==> config.mk <==
export PLATFORM = sky130hd
export DESIGN_NAME = ddr3_controller
export DESIGN_NICKNAME = d
export VERILOG_FILES = /design/src/ddr3_pkg.sv /design/src/ddr3_access_seq.sv /design/src/ddr3_controller.sv /design/src/ddr3_init_seq.sv /design/src/ddr3_slot_issue.sv
export SDC_FILE = /design/constraint.sdc
export NUM_CORES = 1
export LEC_CHECK = 0
export BUFFER_PORTS_ARGS = -buffer_cell sky130_fd_sc_hd__buf_2
export CAP_MARGIN = 25
export CORE_AREA = 8 8 207 209
export DETAILED_ROUTE_END_ITERATION = 8
export DIE_AREA = 0 0 215 217
export GPL_ROUTABILITY_DRIVEN = 0
export PLACE_DENSITY_LB_ADDON = 0.1
export SKIP_CTS_REPAIR_TIMING = 1
export SYNTH_ARGS = -nofsm -noshare
export SYNTH_HDL_FRONTEND = slang
export SYNTH_HIERARCHICAL = 1
export SYNTH_SLANG_ARGS = --single-unit
==> constraint.sdc <==
create_clock -name pclk -period 3.35 [get_ports pclk]
set_input_delay 0.5025 -clock pclk [delete_from_list [all_inputs] [get_ports pclk]]
set_output_delay 0.5025 -clock pclk [all_outputs]
set_load 0.1 [all_outputs]
==> src/ddr3_pkg.sv <==
////////////////////
// DDR3 sequencer shared widths, timing, command codes
// and mode register words
////////////////////
package ddr3_pkg;

    // Address and data widths
    localparam int row_width  = 13;
    localparam int col_width  = 10;
    localparam int bank_width = 3;
    localparam int addr_width = bank_width + row_width + col_width;  // {bank, row, col}
    localparam int word_width = 16;
    localparam int slots      = 4;         // Memory clocks per pclk
    localparam int beats      = 8;         // DQ beats per pclk

    // DDR3-800 timing in memory clocks
    localparam int t_cas      = 6;
    localparam int t_cwl      = 5;
    localparam int t_rcd      = 6;
    localparam int t_rc       = 20;
    localparam int t_mrd      = 8;
    localparam int t_mod      = 12;
    localparam int serdes_lat = 16;        // PHY out and back

    // Power-up waits in pclk cycles, cut down for simulation
    localparam int reset_wait = 20;
    localparam int cke_wait   = 20;
    localparam int cke_lead   = 15;        // Leaves tXPR before the first MRS
    localparam int zq_wait    = 3;

    // Config cycles of the MRS writes and the ZQCL
    localparam int mrs_step   = t_mrd / 4;
    localparam int zq_cycle   = 3 * mrs_step + t_mod / 4 + 1;

    // Commands as {RAS#, CAS#, WE#}
    localparam logic [2:0] cmd_mrs       = 3'b000;
    localparam logic [2:0] cmd_refresh   = 3'b001;
    localparam logic [2:0] cmd_precharge = 3'b010;
    localparam logic [2:0] cmd_activate  = 3'b011;
    localparam logic [2:0] cmd_write     = 3'b100;
    localparam logic [2:0] cmd_read      = 3'b101;
    localparam logic [2:0] cmd_zqcl      = 3'b110;
    localparam logic [2:0] cmd_nop       = 3'b111;

    // Mode register fields
    localparam logic [1:0] m_bl        = 2'b01;    // BC4 or BL8 on the fly
    localparam logic [3:0] m_cas       = 4'b0100;  // CL 6
    localparam logic [2:0] m_cwl       = 3'b000;   // CWL 5
    localparam logic [2:0] m_wr        = 3'b010;   // WR 6
    localparam logic       m_dll_reset = 1'b1;
    localparam logic [2:0] m_rtt_nom   = 3'b000;   // Off, single rank
    localparam logic [1:0] m_rtt_wr    = 2'b00;    // Off
    localparam logic [1:0] m_drive     = 2'b00;    // Low drive
    localparam logic [1:0] m_al        = 2'b00;

    // Mode register words, {BA, A}
    localparam logic [15:0] mr0 = {3'b000, 1'b0, m_wr, m_dll_reset, 1'b0, m_cas[3:1], 1'b0,
                                   m_cas[0], m_bl};
    localparam logic [15:0] mr1 = {3'b001, 3'b000, m_rtt_nom[2], 2'b00, m_rtt_nom[1],
                                   m_drive[1], m_al, m_rtt_nom[0], m_drive[0], 1'b0};
    localparam logic [15:0] mr2 = {3'b010, 2'b00, m_rtt_wr, 3'b000, m_cwl, 3'b000};
    localparam logic [15:0] mr3 = {3'b011, 13'b0};

    // Access schedule in pclk cycles, counted from 1 after the accept edge
    localparam int rw_slot        = t_rcd % slots;                        // Slot 2
    localparam int rd_cmd_cycle   = t_rcd / 4;
    localparam int wr_cmd_cycle   = t_rcd / 4;
    localparam int rd_ready_cycle = (t_rcd + t_cas + serdes_lat) / 4 + 1;
    localparam int wr_data_cycle  = (t_rcd + t_cwl) / 4;
    localparam int wr_done_cycle  = t_rc / 4;
    localparam int ref_done_cycle = t_rc / 4;

endpackage

==> src/ddr3_access_seq.sv <==
////////////////////
// DDR3 access sequencer: read, write, refresh with auto-precharge
////////////////////
`timescale 1ns/1ns

module ddr3_access_seq (
    input  logic                                               pclk,
    input  logic                                               rst_lock_n,
    input  logic                                               init_done,
    input  logic                                               rd,
    input  logic                                               wr,
    input  logic                                               refresh,
    input  logic [ddr3_pkg::addr_width-1:0]                    addr,
    input  logic [ddr3_pkg::word_width-1:0]                    din,
    input  logic [ddr3_pkg::beats*ddr3_pkg::word_width-1:0]    rd_beats,
    output logic                                               busy,
    output logic                                               data_ready,
    output logic [ddr3_pkg::word_width-1:0]                    dout,
    output logic [ddr3_pkg::beats*ddr3_pkg::word_width-1:0]    dout128,
    output logic [2:0]                                         acc_cmd,
    output logic [1:0]                                         acc_slot,
    output logic [ddr3_pkg::bank_width-1:0]                    acc_ba,
    output logic [ddr3_pkg::row_width-1:0]                     acc_a,
    output logic [ddr3_pkg::beats*ddr3_pkg::word_width-1:0]    dq_beats,
    output logic [0:3]                                         dq_oen,
    output logic [0:7]                                         dqs_beats,
    output logic [0:3]                                         dqs_oen,
    output logic [0:7]                                         dm_beats
);

    typedef enum logic [1:0] {st_idle, st_read, st_write, st_refresh} state_t;

    state_t                             state;
    logic [3:0]                         cycle;      // 1 right after the accept edge
    logic [ddr3_pkg::addr_width-1:0]    addr_q;
    logic [ddr3_pkg::word_width-1:0]    din_q;
    logic [ddr3_pkg::word_width-1:0]    dout_keep;
    logic [ddr3_pkg::word_width-1:0]    beat0;
    logic [1:0]                         word_sel;   // Word within the BC4 burst
    logic                               rw_req;
    logic                               accept;
    logic                               wr_data0;
    logic                               wr_data1;

    assign busy     = ~init_done | (state != st_idle);
    assign rw_req   = rd | wr;
    assign accept   = ~busy & (rw_req | refresh);   // rd/wr win over refresh
    assign word_sel = addr_q[1:0];
    assign wr_data0 = (state == st_write) && (cycle == 4'(ddr3_pkg::wr_data_cycle));
    assign wr_data1 = (state == st_write) && (cycle == 4'(ddr3_pkg::wr_data_cycle + 1));
    // Beat 0 sits at the top of the 128-bit word
    assign beat0    = rd_beats[ddr3_pkg::beats*ddr3_pkg::word_width-1 -: ddr3_pkg::word_width];
    assign dout128  = rd_beats;
    assign dout     = data_ready ? beat0 : dout_keep;

    // Command requests, registered later in the slot issuer
    always_comb begin
        acc_cmd  = ddr3_pkg::cmd_nop;
        acc_slot = '0;
        acc_ba   = '0;
        acc_a    = '0;
        if (accept && rw_req) begin
            acc_cmd = ddr3_pkg::cmd_activate;                       // Slot 0
            acc_ba  = addr[ddr3_pkg::addr_width-1 -: ddr3_pkg::bank_width];
            acc_a   = addr[ddr3_pkg::col_width +: ddr3_pkg::row_width];
        end else if (accept) begin
            acc_cmd = ddr3_pkg::cmd_refresh;                        // All banks already closed
        end else if ((state == st_read && cycle == 4'(ddr3_pkg::rd_cmd_cycle)) ||
                     (state == st_write && cycle == 4'(ddr3_pkg::wr_cmd_cycle))) begin
            acc_cmd  = (state == st_read) ? ddr3_pkg::cmd_read : ddr3_pkg::cmd_write;
            acc_slot = 2'(ddr3_pkg::rw_slot);                       // tRCD after ACTIVATE
            acc_ba   = addr_q[ddr3_pkg::addr_width-1 -: ddr3_pkg::bank_width];
            acc_a[ddr3_pkg::col_width-1:0] = addr_q[ddr3_pkg::col_width-1:0];
            acc_a[10] = 1'b1;                                       // Auto precharge
            acc_a[12] = (state == st_read);                         // BL8 read, BC4 write
        end
    end

    always_ff @(posedge pclk) begin
        if (!rst_lock_n) begin
            state      <= st_idle;
            cycle      <= '0;
            data_ready <= 1'b0;
        end else begin
            cycle      <= cycle + 4'd1;
            data_ready <= 1'b0;
            case (state)
                st_idle: if (accept) begin
                    state <= rw_req ? (rd ? st_read : st_write) : st_refresh;
                    cycle <= 4'd1;
                end
                st_read: begin
                    // Registered, shows in cycle rd_ready_cycle
                    data_ready <= (cycle == 4'(ddr3_pkg::rd_ready_cycle - 1));
                    if (cycle == 4'(ddr3_pkg::rd_ready_cycle))
                        state <= st_idle;
                end
                st_write: if (cycle == 4'(ddr3_pkg::wr_done_cycle - 1))
                    state <= st_idle;
                default: if (cycle == 4'(ddr3_pkg::ref_done_cycle - 1))
                    state <= st_idle;
            endcase
        end
    end

    // Write strobes and mask, idle is all released and masked
    always_ff @(posedge pclk) begin
        if (!rst_lock_n) begin
            dq_oen   <= 4'b1111;
            dqs_oen  <= 4'b1111;
            dm_beats <= 8'hff;
        end else begin
            dq_oen   <= 4'b1111;
            dqs_oen  <= 4'b1111;
            dm_beats <= 8'hff;
            if (wr_data0) begin
                dq_oen      <= 4'b1110;
                dqs_oen     <= 4'b1110;                     // Preamble on the last pair
                dm_beats[7] <= (word_sel != 2'd0);
            end else if (wr_data1) begin
                dq_oen      <= 4'b0011;
                dqs_oen     <= 4'b0011;
                dm_beats[0] <= (word_sel != 2'd1);
                dm_beats[1] <= (word_sel != 2'd2);
                dm_beats[2] <= (word_sel != 2'd3);
            end
        end
    end

    // Payload, no reset
    always_ff @(posedge pclk) begin
        if (accept) begin
            addr_q <= addr;
            din_q  <= din;
        end
        if (data_ready)
            dout_keep <= beat0;
        if (wr_data0) begin
            dqs_beats <= 8'b1111_1110;
            dq_beats  <= {{((ddr3_pkg::beats - 1) * ddr3_pkg::word_width){1'b0}}, din_q};
        end else if (wr_data1) begin
            dqs_beats <= 8'b1010_0000;                      // Two toggles then postamble
            dq_beats  <= {din_q, din_q, din_q,
                          {((ddr3_pkg::beats - 3) * ddr3_pkg::word_width){1'b0}}};
        end
    end

    // data_ready only ever comes out of a read in flight
    assert property (@(posedge pclk) disable iff (!rst_lock_n)
        data_ready |-> state != st_idle);

endmodule

==> src/ddr3_controller.sv <==
////////////////////
// DDR3 controller top, sequencers and slot issuer
////////////////////
`timescale 1ns/1ns

module ddr3_controller (
    input  logic                                               pclk,
    input  logic                                               rst_lock_n,
    input  logic                                               rd,
    input  logic                                               wr,
    input  logic                                               refresh,
    input  logic [ddr3_pkg::addr_width-1:0]                    addr,
    input  logic [ddr3_pkg::word_width-1:0]                    din,
    input  logic [ddr3_pkg::beats*ddr3_pkg::word_width-1:0]    rd_beats,
    output logic                                               busy,
    output logic                                               data_ready,
    output logic [ddr3_pkg::word_width-1:0]                    dout,
    output logic [ddr3_pkg::beats*ddr3_pkg::word_width-1:0]    dout128,
    output logic                                               cke,
    output logic                                               ddr_reset_n,
    output logic                                               init_done,
    output logic [3*ddr3_pkg::slots-1:0]                       cmd_lanes,
    output logic [ddr3_pkg::row_width*ddr3_pkg::slots-1:0]     a_lanes,
    output logic [ddr3_pkg::bank_width*ddr3_pkg::slots-1:0]    ba_lanes,
    output logic [ddr3_pkg::beats*ddr3_pkg::word_width-1:0]    dq_beats,
    output logic [0:3]                                         dq_oen,
    output logic [0:7]                                         dqs_beats,
    output logic [0:3]                                         dqs_oen,
    output logic [0:7]                                         dm_beats
);

    // Init requests, slot 0 only
    logic [2:0]                         init_cmd;
    logic [ddr3_pkg::bank_width-1:0]    init_ba;
    logic [ddr3_pkg::row_width-1:0]     init_a;
    // Access requests
    logic [2:0]                         acc_cmd;
    logic [1:0]                         acc_slot;
    logic [ddr3_pkg::bank_width-1:0]    acc_ba;
    logic [ddr3_pkg::row_width-1:0]     acc_a;

    ddr3_init_seq ddr3_init_seq_i (
        .pclk(pclk), .rst_lock_n(rst_lock_n),
        .cke(cke), .ddr_reset_n(ddr_reset_n), .init_done(init_done),
        .init_cmd(init_cmd), .init_ba(init_ba), .init_a(init_a)
    );

    ddr3_access_seq ddr3_access_seq_i (
        .pclk(pclk), .rst_lock_n(rst_lock_n), .init_done(init_done),
        .rd(rd), .wr(wr), .refresh(refresh), .addr(addr), .din(din), .rd_beats(rd_beats),
        .busy(busy), .data_ready(data_ready), .dout(dout), .dout128(dout128),
        .acc_cmd(acc_cmd), .acc_slot(acc_slot), .acc_ba(acc_ba), .acc_a(acc_a),
        .dq_beats(dq_beats), .dq_oen(dq_oen), .dqs_beats(dqs_beats), .dqs_oen(dqs_oen),
        .dm_beats(dm_beats)
    );

    ddr3_slot_issue ddr3_slot_issue_i (
        .pclk(pclk), .rst_lock_n(rst_lock_n),
        .init_cmd(init_cmd), .init_ba(init_ba), .init_a(init_a),
        .acc_cmd(acc_cmd), .acc_slot(acc_slot), .acc_ba(acc_ba), .acc_a(acc_a),
        .cmd_lanes(cmd_lanes), .a_lanes(a_lanes), .ba_lanes(ba_lanes)
    );

endmodule

==> src/ddr3_init_seq.sv <==
////////////////////
// DDR3 power-up sequencer: reset and CKE waits, MRS writes, ZQCL
////////////////////
`timescale 1ns/1ns

module ddr3_init_seq (
    input  logic                              pclk,
    input  logic                              rst_lock_n,
    output logic                              cke,
    output logic                              ddr_reset_n,
    output logic                              init_done,
    output logic [2:0]                        init_cmd,
    output logic [ddr3_pkg::bank_width-1:0]   init_ba,
    output logic [ddr3_pkg::row_width-1:0]    init_a
);

    typedef enum logic [2:0] {ph_reset, ph_cke, ph_config, ph_zq, ph_done} phase_t;

    phase_t      phase;
    logic [4:0]  count;        // Remaining cycles of the current wait
    logic [3:0]  cfg_cycle;    // Step within the MRS sequence
    logic [15:0] mr_word;
    logic        mrs_step_hit;

    always_ff @(posedge pclk) begin
        if (!rst_lock_n) begin
            phase       <= ph_reset;
            count       <= 5'(ddr3_pkg::reset_wait - 1);
            cfg_cycle   <= '0;
            cke         <= 1'b0;
            ddr_reset_n <= 1'b0;
            init_done   <= 1'b0;
        end else begin
            count <= (count == '0) ? '0 : count - 5'd1;
            case (phase)
                ph_reset: if (count == '0) begin
                    ddr_reset_n <= 1'b1;                 // Memory out of reset
                    count       <= 5'(ddr3_pkg::cke_wait - 1);
                    phase       <= ph_cke;
                end
                ph_cke: begin
                    if (count == 5'(ddr3_pkg::cke_lead))
                        cke <= 1'b1;
                    if (count == '0)
                        phase <= ph_config;
                end
                ph_config: begin
                    cfg_cycle <= cfg_cycle + 4'd1;
                    if (cfg_cycle == 4'(ddr3_pkg::zq_cycle)) begin  // ZQCL goes out now
                        count <= 5'(ddr3_pkg::zq_wait - 1);
                        phase <= ph_zq;
                    end
                end
                ph_zq: if (count == '0) begin
                    init_done <= 1'b1;
                    phase     <= ph_done;
                end
                default: phase <= ph_done;               // Stay here until reset
            endcase
        end
    end

    // MR2, MR3, MR1, MR0 every mrs_step cycles
    always_comb begin
        mrs_step_hit = 1'b1;
        case (cfg_cycle)
            4'(0):                      mr_word = ddr3_pkg::mr2;
            4'(ddr3_pkg::mrs_step):     mr_word = ddr3_pkg::mr3;
            4'(2 * ddr3_pkg::mrs_step): mr_word = ddr3_pkg::mr1;
            4'(3 * ddr3_pkg::mrs_step): mr_word = ddr3_pkg::mr0;
            default: begin
                mr_word      = '0;
                mrs_step_hit = 1'b0;
            end
        endcase
        init_cmd = ddr3_pkg::cmd_nop;
        init_ba  = '0;
        init_a   = '0;
        if (phase == ph_config && mrs_step_hit) begin
            init_cmd          = ddr3_pkg::cmd_mrs;
            {init_ba, init_a} = mr_word;
        end else if (phase == ph_config && cfg_cycle == 4'(ddr3_pkg::zq_cycle)) begin
            init_cmd   = ddr3_pkg::cmd_zqcl;
            init_a[10] = 1'b1;                           // Long calibration
        end
    end

    // CKE only goes high once the memory is out of reset
    assert property (@(posedge pclk) disable iff (!rst_lock_n) $rose(cke) |-> ddr_reset_n);

endmodule

==> src/ddr3_slot_issue.sv <==
////////////////////
// DDR3 slot issuer: init and access requests into four command lanes
////////////////////
`timescale 1ns/1ns

module ddr3_slot_issue (
    input  logic                                              pclk,
    input  logic                                              rst_lock_n,
    input  logic [2:0]                                        init_cmd,
    input  logic [ddr3_pkg::bank_width-1:0]                   init_ba,
    input  logic [ddr3_pkg::row_width-1:0]                    init_a,
    input  logic [2:0]                                        acc_cmd,
    input  logic [1:0]                                        acc_slot,
    input  logic [ddr3_pkg::bank_width-1:0]                   acc_ba,
    input  logic [ddr3_pkg::row_width-1:0]                    acc_a,
    output logic [3*ddr3_pkg::slots-1:0]                      cmd_lanes,
    output logic [ddr3_pkg::row_width*ddr3_pkg::slots-1:0]    a_lanes,
    output logic [ddr3_pkg::bank_width*ddr3_pkg::slots-1:0]   ba_lanes
);

    logic [3*ddr3_pkg::slots-1:0]                      cmd_nxt;
    logic [ddr3_pkg::row_width*ddr3_pkg::slots-1:0]    a_nxt;
    logic [ddr3_pkg::bank_width*ddr3_pkg::slots-1:0]   ba_nxt;
    logic                                              init_req;
    logic                                              acc_req;

    assign init_req = (init_cmd != ddr3_pkg::cmd_nop);
    assign acc_req  = (acc_cmd != ddr3_pkg::cmd_nop);

    // Lane i holds memory clock i of this pclk, lane 0 at the LSBs
    always_comb begin
        cmd_nxt = {ddr3_pkg::slots{ddr3_pkg::cmd_nop}};
        a_nxt   = '0;
        ba_nxt  = '0;
        if (init_req) begin                                  // Init always uses slot 0
            cmd_nxt[2:0]                         = init_cmd;
            a_nxt[ddr3_pkg::row_width-1:0]       = init_a;
            ba_nxt[ddr3_pkg::bank_width-1:0]     = init_ba;
        end else if (acc_req) begin
            cmd_nxt[3*acc_slot +: 3]                                  = acc_cmd;
            a_nxt[ddr3_pkg::row_width*acc_slot +: ddr3_pkg::row_width]    = acc_a;
            ba_nxt[ddr3_pkg::bank_width*acc_slot +: ddr3_pkg::bank_width] = acc_ba;
        end
    end

    always_ff @(posedge pclk) begin
        if (!rst_lock_n) begin
            cmd_lanes <= {ddr3_pkg::slots{ddr3_pkg::cmd_nop}};
            a_lanes   <= '0;
            ba_lanes  <= '0;
        end else begin
            cmd_lanes <= cmd_nxt;
            a_lanes   <= a_nxt;
            ba_lanes  <= ba_nxt;
        end
    end

    // Accesses start only after init is done, so the requesters never overlap
    assert property (@(posedge pclk) disable iff (!rst_lock_n) !(init_req && acc_req));

endmodule

==> results_dict.tcl, run 1 <==
set metrics [dict create \
    status "complete, but fails checks" \
    violations "max-slew violations" \
    crit_required_ns 3.72 \
    final_cell_mix "buf_2 (254), dfxtp_1 (136), conb_1 (84), and2_1 (50)" \
    synth_edf_count 45 \
    initial_core_util_pct 21.3 \
    htree_levels 4 \
    die_area_um2 46700 \
    drc 0 \
    cts_max_path_buffers 2 \
    mostFrequentLayoutCell "buf_2" \
    fin_ws_ns 0.419 \
    synth_seq_cells 182 \
    timing.final.max_slew_violations 12 \
    min_delay_path_depth 1 \
    setup_viol 0 \
    grt_first_pass_wirelength_mm 39.5 \
    clk_latency_ns 0.44 \
    final_cell_area_um2 9310 \
    first_global_vias 5674 \
    grt-ovfl-total 0 \
    maxClockFrequency_mhz 341 \
    cp.arrival_ns 3.30 \
    syn_inst 778 \
    hold_class "primary input to register" \
    first_iter_violations 197 \
    worstMarginPinSlew_ns 2.91 \
    dpl.hpwl_mm 21.7 \
    vdd_drop_max_v 0.000327 \
    cts_buffers 17 \
    cts_root_buf "clkbuf_16" \
    die_y_um 217 \
    async_reset_ff_share_pct 0 \
    period_share_pct 87.5 \
    rsz0062_at_grt "false" \
    syn_avg_cell_area_um2 10.8 \
    grt_max_degree 30 \
    track_usage_pct 11.3 \
    r2r_cells 7 \
    num_vias 5284 \
    setup_tns_ns 0 \
    portBuffers 254 \
    startpoint_type "register" \
    wire_per_inst_um 19.6 \
    synthFlopType "dfxtp_1" \
    path_clk_slew_ns 0.07 \
    synth-compound-area-share_pct 8.98 \
    crit_type "register to register" \
    chipWidth_um 215 \
    power_density_nw_per_um2 522 \
    synth-xor-area-share_pct 0.416 \
    clkSinkCount 182 \
    vias_per_cell 3.77 \
    synth_cell_types 60 \
    dp_slack_ns 0.313 \
    crit_fanout 16 \
    io_pins 552 \
    maxCapViolations 0 \
    antenna_found_initial 1 \
    clock_skew_ns 0.0152 \
    yosysWarningCount 6 \
    final.min_clock_period_ns 2.93 \
    yosysTopAreaCell "dfxtp_1" \
    placed_cell_area_um2 8700 \
    synth_adder_area_share_pct 1.93 \
    syn_to_final_growth_pct 10.6 \
    power.leakage_uw 0.00436 \
    cts_tree "yes" \
    drive_above_1_share_pct 37.1 \
    wirelength_mm 27.5 \
    crit_path_end_kind "register" \
    rows 73 \
    ant_nets 0 \
    fin_nets 1051 \
    muxShareOfSynthArea_pct 2.26 \
    first_pass_iters 6 \
    yosysSeqAreaShare_pct 48.6 \
    netlist.area_leader.share_pct 32.6 \
    synthSimpleGateAreaFrac_pct 12.1 \
    syn-cell-area_um2 8420 \
    core_area_um2 39500 \
    synthTopCellsByArea "dfxtp_1 (33%), buf_4 (23%), edfxtp_1 (16%)" \
    max_slew_margin_pct -96.6 \
    synth_top_family_by_area "buffers and inverters" \
    hold_viol 0 \
]
-- flip-flops by register name, indices dropped and copies added (netlist names) --
name	count
ddr3_slot_issue_i/a_lanes	52
ddr3_access_seq_i/dq_beats	32
ddr3_access_seq_i/din_q	16
ddr3_access_seq_i/dout_keep	16
ddr3_access_seq_i/addr_q	13
ddr3_slot_issue_i/ba_lanes	12
ddr3_slot_issue_i/cmd_lanes	12
ddr3_init_seq_i/count	5
ddr3_access_seq_i/cycle	4
ddr3_access_seq_i/dm_beats	4
ddr3_init_seq_i/cfg_cycle	4
ddr3_init_seq_i/phase	3
ddr3_access_seq_i/dqs_oen	2
ddr3_access_seq_i/state	2
ddr3_access_seq_i/data_ready	1
ddr3_access_seq_i/dqs_beats	1
ddr3_init_seq_i/cke	1
ddr3_init_seq_i/ddr_reset_n	1
ddr3_init_seq_i/init_done	1
-- per-layer routing --
| metal | share of wire, % | global-route usage [%] | wire length, um |
|---|---|---|---|
| met1 | 39 | 12.2 | 10600 |
| met2 | 50 | 19.5 | 13600 |
| met3 | 8.7 | 4.80 | 2390 |
| met4 | 3.1 | 4.83 | 841 |
| met5 | 0.058 | 0 | 16 |
-- kinds of logic (layout without fill, tap and decap cells) --
logic type / count (synthesis) / count (layout)
AOI/OAI and AO/OA: 97 / 97
xor gates and xnor gates: 4 / 4
muxes: 17 / 17
adders and majority gates: 13 / 13
DFF: 182 / 182
buffers and inverters: 305 / 322
other: 3 / 85
and+or+nand+nor: 157 / 157
-- synth_stat cells (2+ instances only) --
cell      number
buf_4        259
dfxtp_1      137
and2_1        50
a22o_1        45
edfxtp_1      45
inv_1         23
and3_1        20
nand2_1       17
mux2_2        16
nor2_1        14
ha_1          13
clkbuf_1      10
o21ai_0        9
a21oi_1        8
buf_2          8
nand3_1        8
o211ai_1       8
nand2b_1       7
a21o_1         6
nand4b_1       5
nor3_1         4
nor3b_1        4
nor4b_2        4
buf_6          3
conb_1         3
nand3b_1       3
nor4b_1        3
o22ai_1        3
or3_1          3
or3b_1         3
a32oi_1        2
and3b_1        2
clkbuf_2       2
o21a_1         2
o221ai_1       2
xnor2_1        2
xor2_1         2
-- critical path: stages (launching register included) --
cell	delay (ns)
dfxtp_1	0.40
ha_1	0.16
nor3b_1	0.38
a21boi_2	0.40
o22ai_1	0.16
and3_1	0.24
nor4b_4	0.89
a22o_1	0.24
-- final timing paths --
check        slack (ns)                               to                  startpoint
max                0.42    ddr3_slot_issue_i/a_lanes[12]  ddr3_access_seq_i/cycle[0]
min                0.24       ddr3_access_seq_i/din_q[6]                      din[6]
max reg2reg        0.42    ddr3_slot_issue_i/a_lanes[12]  ddr3_access_seq_i/cycle[0]
min reg2reg        0.47  ddr3_access_seq_i/dq_beats[116]  ddr3_access_seq_i/din_q[4]
-- area by class of cell --
type | instances | area [um2]
Fill cell | 4348 | 30200
Sequential cell | 182 | 4100
Multi-Input combinational cell | 372 | 2480
Timing Repair Buffer | 267 | 1370
Tap cell | 525 | 657
Clock buffer | 25 | 551
Inverter | 23 | 90.1
Clock inverter | 7 | 55.1
Antenna cell | 1 | 2.50
-- through the flow --
step           hold WS (ns)  instances  power (uW)  util [%]
3_5_place_dp          0.460       1369        2850      22.0
3_3_place_gp          0.453       1369        2850      22.0
2_1_floorplan         0.452        859        3500         -
6_report              0.240       1402        4860      23.6
4_1_cts               0.212       1401        4940      23.6
5_1_grt               0.202       1401        5060      23.6
-- power by group --
group	leakage, uW	switching [uW]	total, uW	internal, uW
Sequential	0.00155	9.31	2260	2250
Combinational	0.00252	491	545	54.8
Clock	0.000297	893	2050	1160
Total	0.00436	1390	4860	3460
No activity file was read; power rests on OpenSTA's default activity.
==> run 2, diff against run 1 <==
--- a/config.mk
+++ b/config.mk
@@ -7,9 +7,11 @@
 export LEC_CHECK = 0
 export BUFFER_PORTS_ARGS = -buffer_cell sky130_fd_sc_hd__buf_2
 export CAP_MARGIN = 25
-export CORE_AREA = 8 8 207 209
+export CELL_PAD_IN_SITES_DETAIL_PLACEMENT = 1
+export CELL_PAD_IN_SITES_GLOBAL_PLACEMENT = 1
+export CORE_AREA = 8 8 211 213
 export DETAILED_ROUTE_END_ITERATION = 8
-export DIE_AREA = 0 0 215 217
+export DIE_AREA = 0 0 219 221
 export GPL_ROUTABILITY_DRIVEN = 0
 export PLACE_DENSITY_LB_ADDON = 0.1
 export SKIP_CTS_REPAIR_TIMING = 1
==> run 2 against run 1 <==
Effect of this change: the flow still finishes with violations (max-slew violations); cell area increased by 0.22%; hold slack got worse by 0.0010 ns; via count increased by 0.51%; sequential power about the same.
==> results_dict.tcl, run 2 (synthesis results as in run 1) <==
set metrics [dict create \
    first_iter_violations 157 \
    regArea_um2 4100 \
    cts_root_buf "clkbuf_16" \
    power_density_nw_per_um2 522 \
    cts_tree "yes" \
    fillers 4789 \
    drc 0 \
    power.leakage_uw 0.00436 \
    status "complete, but fails checks" \
    drive_above_1_share_pct 37.5 \
    slowest_delay_ns 0.69 \
    min_from "addr[6]" \
    first_pass_iters 4 \
    wire_per_inst_um 20.1 \
    cts_max_path_buffers 2 \
    worstMarginPinSlew_ns 2.64 \
    clk_latency_ns 0.44 \
    chipWidth_um 219 \
    wirelength_mm 28.4 \
    antenna_found_initial 1 \
    r2r-end "ddr3_slot_issue_i/a_lanes[26]" \
    cpMaxStageDelayCell "and4bb_1" \
    clock_skew_ns 0.0197 \
    cts_buffers 17 \
    top_regs "ddr3_slot_issue_i/a_lanes: 52 flops, ddr3_access_seq_i/dq_beats: 32 flops" \
    syn_to_final_growth_pct 10.8 \
    antenna-diode-count 0 \
    max_slew_margin_pct -78.3 \
    placed_cell_area_um2 8720 \
    rows 75 \
    rsz0062_at_grt "false" \
    grt-ovfl-total 0 \
    fin_nets 1052 \
    die_area_um2 48400 \
    rrSetupSlack_ns 0.41 \
    initial_core_util_pct 20.4 \
    mostFrequentLayoutCell "buf_2" \
    setup_viol 0 \
    crit_path_end_kind "register" \
    crit_path_cell_trace "ha_1 > nor3b_1 > a21boi_2 > buf_4 > o22ai_1 > buf_4 > and3_1 > and4bb_1 > and2_1" \
    final.min_clock_period_ns 2.94 \
    io_pins 552 \
    final_cell_mix "buf_2 (254), dfxtp_1 (136), conb_1 (84), and2_1 (50)" \
    multi_input_area_um2 2480 \
    setup_tns_ns 0 \
    grt_first_pass_wirelength_mm 40.4 \
    clkSinkCount 182 \
    track_usage_pct 11.3 \
    portBuffers 254 \
    hold_class "primary input to register" \
    crit_fanout 16 \
    min_delay_path_depth 1 \
    timing.final.max_slew_violations 24 \
    violations "max-slew violations" \
    worstHoldEndpoint "ddr3_access_seq_i/addr_q[6]" \
    grt_max_degree 30 \
    hold_viol 0 \
    path_clk_slew_ns 0.08 \
    crit_path_frequent_cell "buf_4" \
    htree_levels 4 \
    ant_nets 0 \
    crit_type "register to register" \
    num_vias 5311 \
    largest_reg_flops 52 \
    crit_required_ns 3.72 \
    vias_per_cell 3.75 \
    die_y_um 221 \
    core_area_um2 41300 \
    first_global_vias 5775 \
    r2r_cells 9 \
    dpl.hpwl_mm 22.1 \
    final_cell_area_um2 9330 \
    maxClockFrequency_mhz 340 \
    maxCapViolations 0 \
    r2r_start "ddr3_access_seq_i/cycle[0]" \
    cp.arrival_ns 3.31 \
    startpoint_type "register" \
    top_register "ddr3_slot_issue_i/a_lanes" \
    period_share_pct 87.8 \
    vdd_drop_max_v 0.000320 \
]
-- run 2: per-layer routing --
metal  track usage, %  part of all wire [%]  vias up
li1                 -                     -     2475
met1             12.9                    41     2504
met2             18.9                    48      276
met3             4.08                   8.5       54
met4             4.16                   2.3        2
met5            0.728                  0.16        -
-- run 2: final cells by class --
class / instances / area share (%)
sequential: 182 / 43.9
multi-input combinational: 372 / 26.6
timing repair buffer: 268 / 14.8
tap: 539 / 7.23
clock buffer: 18 / 4.71
clock inverter: 14 / 1.76
inverter: 23 / 0.966
-- run 2: worst max-delay path, delay by kind of cell, from the launching register on --
kind	cells	cell delay, ns
flip-flops	1	0.41
AO/OA/AOI/OAI	2	0.37
adder cells (fa/ha/maj)	1	0.17
AND/OR/NAND/NOR	4	1.55
buffers and inverters	2	0.38
-- run 2: power breakdown --
part / leakage [uW] / internal (uW) / switching (uW)
combinational: 0.00252 / 54.6 / 493
clock: 0.000289 / 1080 / 984
sequential: 0.00155 / 2250 / 9.44
-- run 2: stage by stage --
stage               cells  utilization [%]  total power [uW]  hold WS (ns)  setup WS [ns]
floorplan             859                -              3500         0.452         0.0696
global placement     1384             21.1              2850         0.447          0.437
detailed placement   1384             21.1              2850         0.456          0.306
CTS                  1416             22.6              4970         0.211          0.277
global route         1416             22.6              5070         0.213         0.0941
finish               1416             22.6              4870         0.239          0.407
-- run 2: worst max-delay path by stage --
stage	start	endpoint	slack, ns	depth (start not counted)
after floorplan	ddr3_init_seq_i/init_done	ddr3_slot_issue_i/ba_lanes[0]	0.07	11
after global placement	ddr3_access_seq_i/cycle[0]	ddr3_slot_issue_i/a_lanes[38]	0.44	9
after detailed placement	ddr3_access_seq_i/cycle[0]	ddr3_slot_issue_i/a_lanes[26]	0.31	9
after CTS	ddr3_access_seq_i/cycle[0]	ddr3_slot_issue_i/a_lanes[26]	0.28	9
after global routing	ddr3_access_seq_i/cycle[0]	ddr3_slot_issue_i/a_lanes[30]	0.09	9
final	ddr3_access_seq_i/cycle[0]	ddr3_slot_issue_i/a_lanes[26]	0.41	9
==> run 3, diff against run 2 <==
--- a/config.mk
+++ b/config.mk
@@ -9,10 +9,12 @@
 export CAP_MARGIN = 25
 export CELL_PAD_IN_SITES_DETAIL_PLACEMENT = 1
 export CELL_PAD_IN_SITES_GLOBAL_PLACEMENT = 1
-export CORE_AREA = 8 8 211 213
+export CORE_AREA = 2 2 217 219
+export CTS_BUF_LIST = sky130_fd_sc_hd__clkbuf_8
 export DETAILED_ROUTE_END_ITERATION = 8
 export DIE_AREA = 0 0 219 221
 export GPL_ROUTABILITY_DRIVEN = 0
+export GPL_TIMING_DRIVEN = 0
 export PLACE_DENSITY_LB_ADDON = 0.1
 export SKIP_CTS_REPAIR_TIMING = 1
 export SYNTH_ARGS = -nofsm -noshare
==> run 3 against run 2 <==
Effect of this change: the flow now finishes without violations; die area unchanged; clock skew decreased by 0.0051 ns; wire length increased by 3.0%; register-to-register slack got worse by 0.11 ns; setup slack got worse by 0.11 ns; first-iteration DRC count increased by 10%; largest power group unchanged; cell count increased by 32%; critical path type unchanged; highest routed layer unchanged; combinational power increased by 140%; sequential power about the same; via count increased by 26%; maximum frequency decreased by 3.5%; sequential share of layout area decreased by 9.1 points.
==> results_dict.tcl, run 3 (synthesis results as in run 1) <==
set metrics [dict create \
    setup_tns_ns 0 \
    clkSinkCount 182 \
    min_delay_path_depth 1 \
    top_regs "ddr3_slot_issue_i/a_lanes: 52 flops, ddr3_access_seq_i/dq_beats: 32 flops" \
    maxClockFrequency_mhz 328 \
    period_share_pct 91.0 \
    fillers 5486 \
    met3_usage_pct 3.66 \
    clk_latency_ns 0.50 \
    slowest_delay_ns 0.43 \
    drive_above_1_share_pct 55.7 \
    cts_tree "yes" \
    first_iter_violations 173 \
    antenna-diode-count 0 \
    setup_viol 0 \
    hold_class "primary input to register" \
    die_area_um2 48400 \
    die_y_um 221 \
    clock_skew_ns 0.0146 \
    num_vias 6717 \
    worstHoldEndpoint "ddr3_access_seq_i/addr_q[1]" \
    crit_fanout 12 \
    crit_type "register to register" \
    status "complete, no violations" \
    largest_reg_flops 52 \
    dpl.hpwl_mm 23.5 \
    final.min_clock_period_ns 3.05 \
    hold_viol 0 \
    mostFrequentLayoutCell "buf_2" \
    vdd_drop_max_v 0.000244 \
    portBuffers 366 \
    worstMarginPinSlew_ns 1.14 \
    startpoint_type "register" \
    r2r_cells 10 \
    fin_ws_ns 0.300 \
    grt_max_degree 31 \
    first_global_vias 6812 \
    cp.arrival_ns 3.50 \
    fin_nets 1439 \
    chipWidth_um 219 \
    r2r_start "ddr3_access_seq_i/cycle[0]" \
    wirelength_mm 29.3 \
    rrSetupSlack_ns 0.30 \
    power.leakage_uw 0.00608 \
    grt_first_pass_wirelength_mm 41.8 \
    power_density_nw_per_um2 432 \
    crit_path_cell_trace "ha_1 > nor3b_2 > a21boi_4 > buf_4 > inv_1 > ha_1 > nor3b_2 > and4bb_2 > buf_2 > and2_1" \
    cts_root_buf "clkbuf_8" \
    rows 79 \
    antenna_found_initial 2 \
    maxCapViolations 0 \
    wire_per_inst_um 15.6 \
    io_pins 552 \
    grt-busiest-layer "met2" \
    final_cell_mix "buf_2 (374), buf_4 (265), dfxtp_1 (136), conb_1 (84), and2_1 (50)" \
    grt-ovfl-total 0 \
    crit_required_ns 3.80 \
    met2_usage_pct 20.7 \
    rsz0062_at_grt "false" \
    whs_ns 0.165 \
    cts_buffers 17 \
    cpMaxStageDelayCell "and4bb_2" \
    min_from "addr[1]" \
    initial_core_util_pct 18.3 \
    htree_levels 4 \
    top_register "ddr3_slot_issue_i/a_lanes" \
    syn_to_final_growth_pct 39.7 \
    crit_path_end_kind "register" \
    vias_per_cell 3.59 \
    ant_nets 0 \
    timing.final.max_slew_violations 0 \
    r2r-end "ddr3_slot_issue_i/a_lanes[34]" \
    use_met1_pct 13.3 \
    cts_max_path_buffers 2 \
    drc 0 \
    max_slew_margin_pct 22.9 \
    track_usage_pct 11.7 \
    first_pass_iters 4 \
    path_clk_slew_ns 0.10 \
    core_area_um2 46100 \
    dp_slack_ns -0.864 \
]
run 3: changes by cell type in the layout (fill, tap and decap cells not counted), sizes merged:
cell / before / now
buf: 268 / 642
clkbuf: 18 / 30
inv: 27 / 29
bufinv: 1 / 2
clkinv: 6 / 5
clkinvlp: 3 / 2
run 3: worst max path at each step:
| stage | cells after the start | startpoint | slack (ns) | to |
|---|---|---|---|---|
| after global placement | 11 | wr | -0.83 | ddr3_slot_issue_i/a_lanes[34] |
| after CTS | 11 | ddr3_access_seq_i/state[0] | -0.67 | ddr3_slot_issue_i/a_lanes[34] |
| after floorplan | 11 | ddr3_init_seq_i/init_done | 0.07 | ddr3_slot_issue_i/ba_lanes[0] |
| after global routing | 10 | ddr3_access_seq_i/cycle[0] | 0.001 | ddr3_slot_issue_i/a_lanes[32] |
| final | 10 | ddr3_access_seq_i/cycle[0] | 0.30 | ddr3_slot_issue_i/a_lanes[34] |
| after detailed placement | 11 | wr | -0.86 | ddr3_slot_issue_i/a_lanes[28] |
run 3: worst max-delay path: cells and delay by family (launching register included):
kind | cells | cell delay [ns]
adder cells (fa/ha/maj) | 2 | 0.57
AO/OA/AOI/OAI | 1 | 0.25
flip-flops | 1 | 0.41
buffers and inverters | 3 | 0.61
AND/OR/NAND/NOR | 4 | 1.16
run 3: layout make-up:
cell class	instances	area [um2]	area share (%)
repair buffers	372	1880	16.0
inverters	23	90.1	0.766
well taps	607	759	6.46
repair inverters	1	5.00	0.0425
clock buffers	18	248	2.11
plain buffers	282	2070	17.6
multi-input cells	372	2500	21.3
flip-flops and latches	182	4100	34.8
clock inverters	14	121	1.03
run 3: power breakdown:
| group | leakage [uW] | switching [uW] | internal [uW] |
|---|---|---|---|
| clock | 0.000211 | 827 | 666 |
| sequential | 0.00155 | 7.12 | 2250 |
| combinational | 0.00432 | 1080 | 260 |
| total | 0.00608 | 1910 | 3170 |
run 3: routing by layer:
layer / wire length [um] / up-vias
li1: - / 3242
met3: 2030 / 21
met2: 14900 / 274
met1: 11900 / 3178
met4: 399 / 2
met5: 9 / -
run 3: metrics by stage:
| stage | utilization (%) | instance area [um2] | instances | total power, uW |
|---|---|---|---|---|
| after floorplan | - | 8730 | 859 | 3500 |
| after global placement | 24.6 | 11300 | 1832 | 3640 |
| after detailed placement | 24.6 | 11300 | 1832 | 3640 |
| after CTS | 25.4 | 11700 | 1864 | 5180 |
| after global routing | 25.5 | 11800 | 1871 | 5310 |
| final | 25.5 | 11800 | 1871 | 5080 |
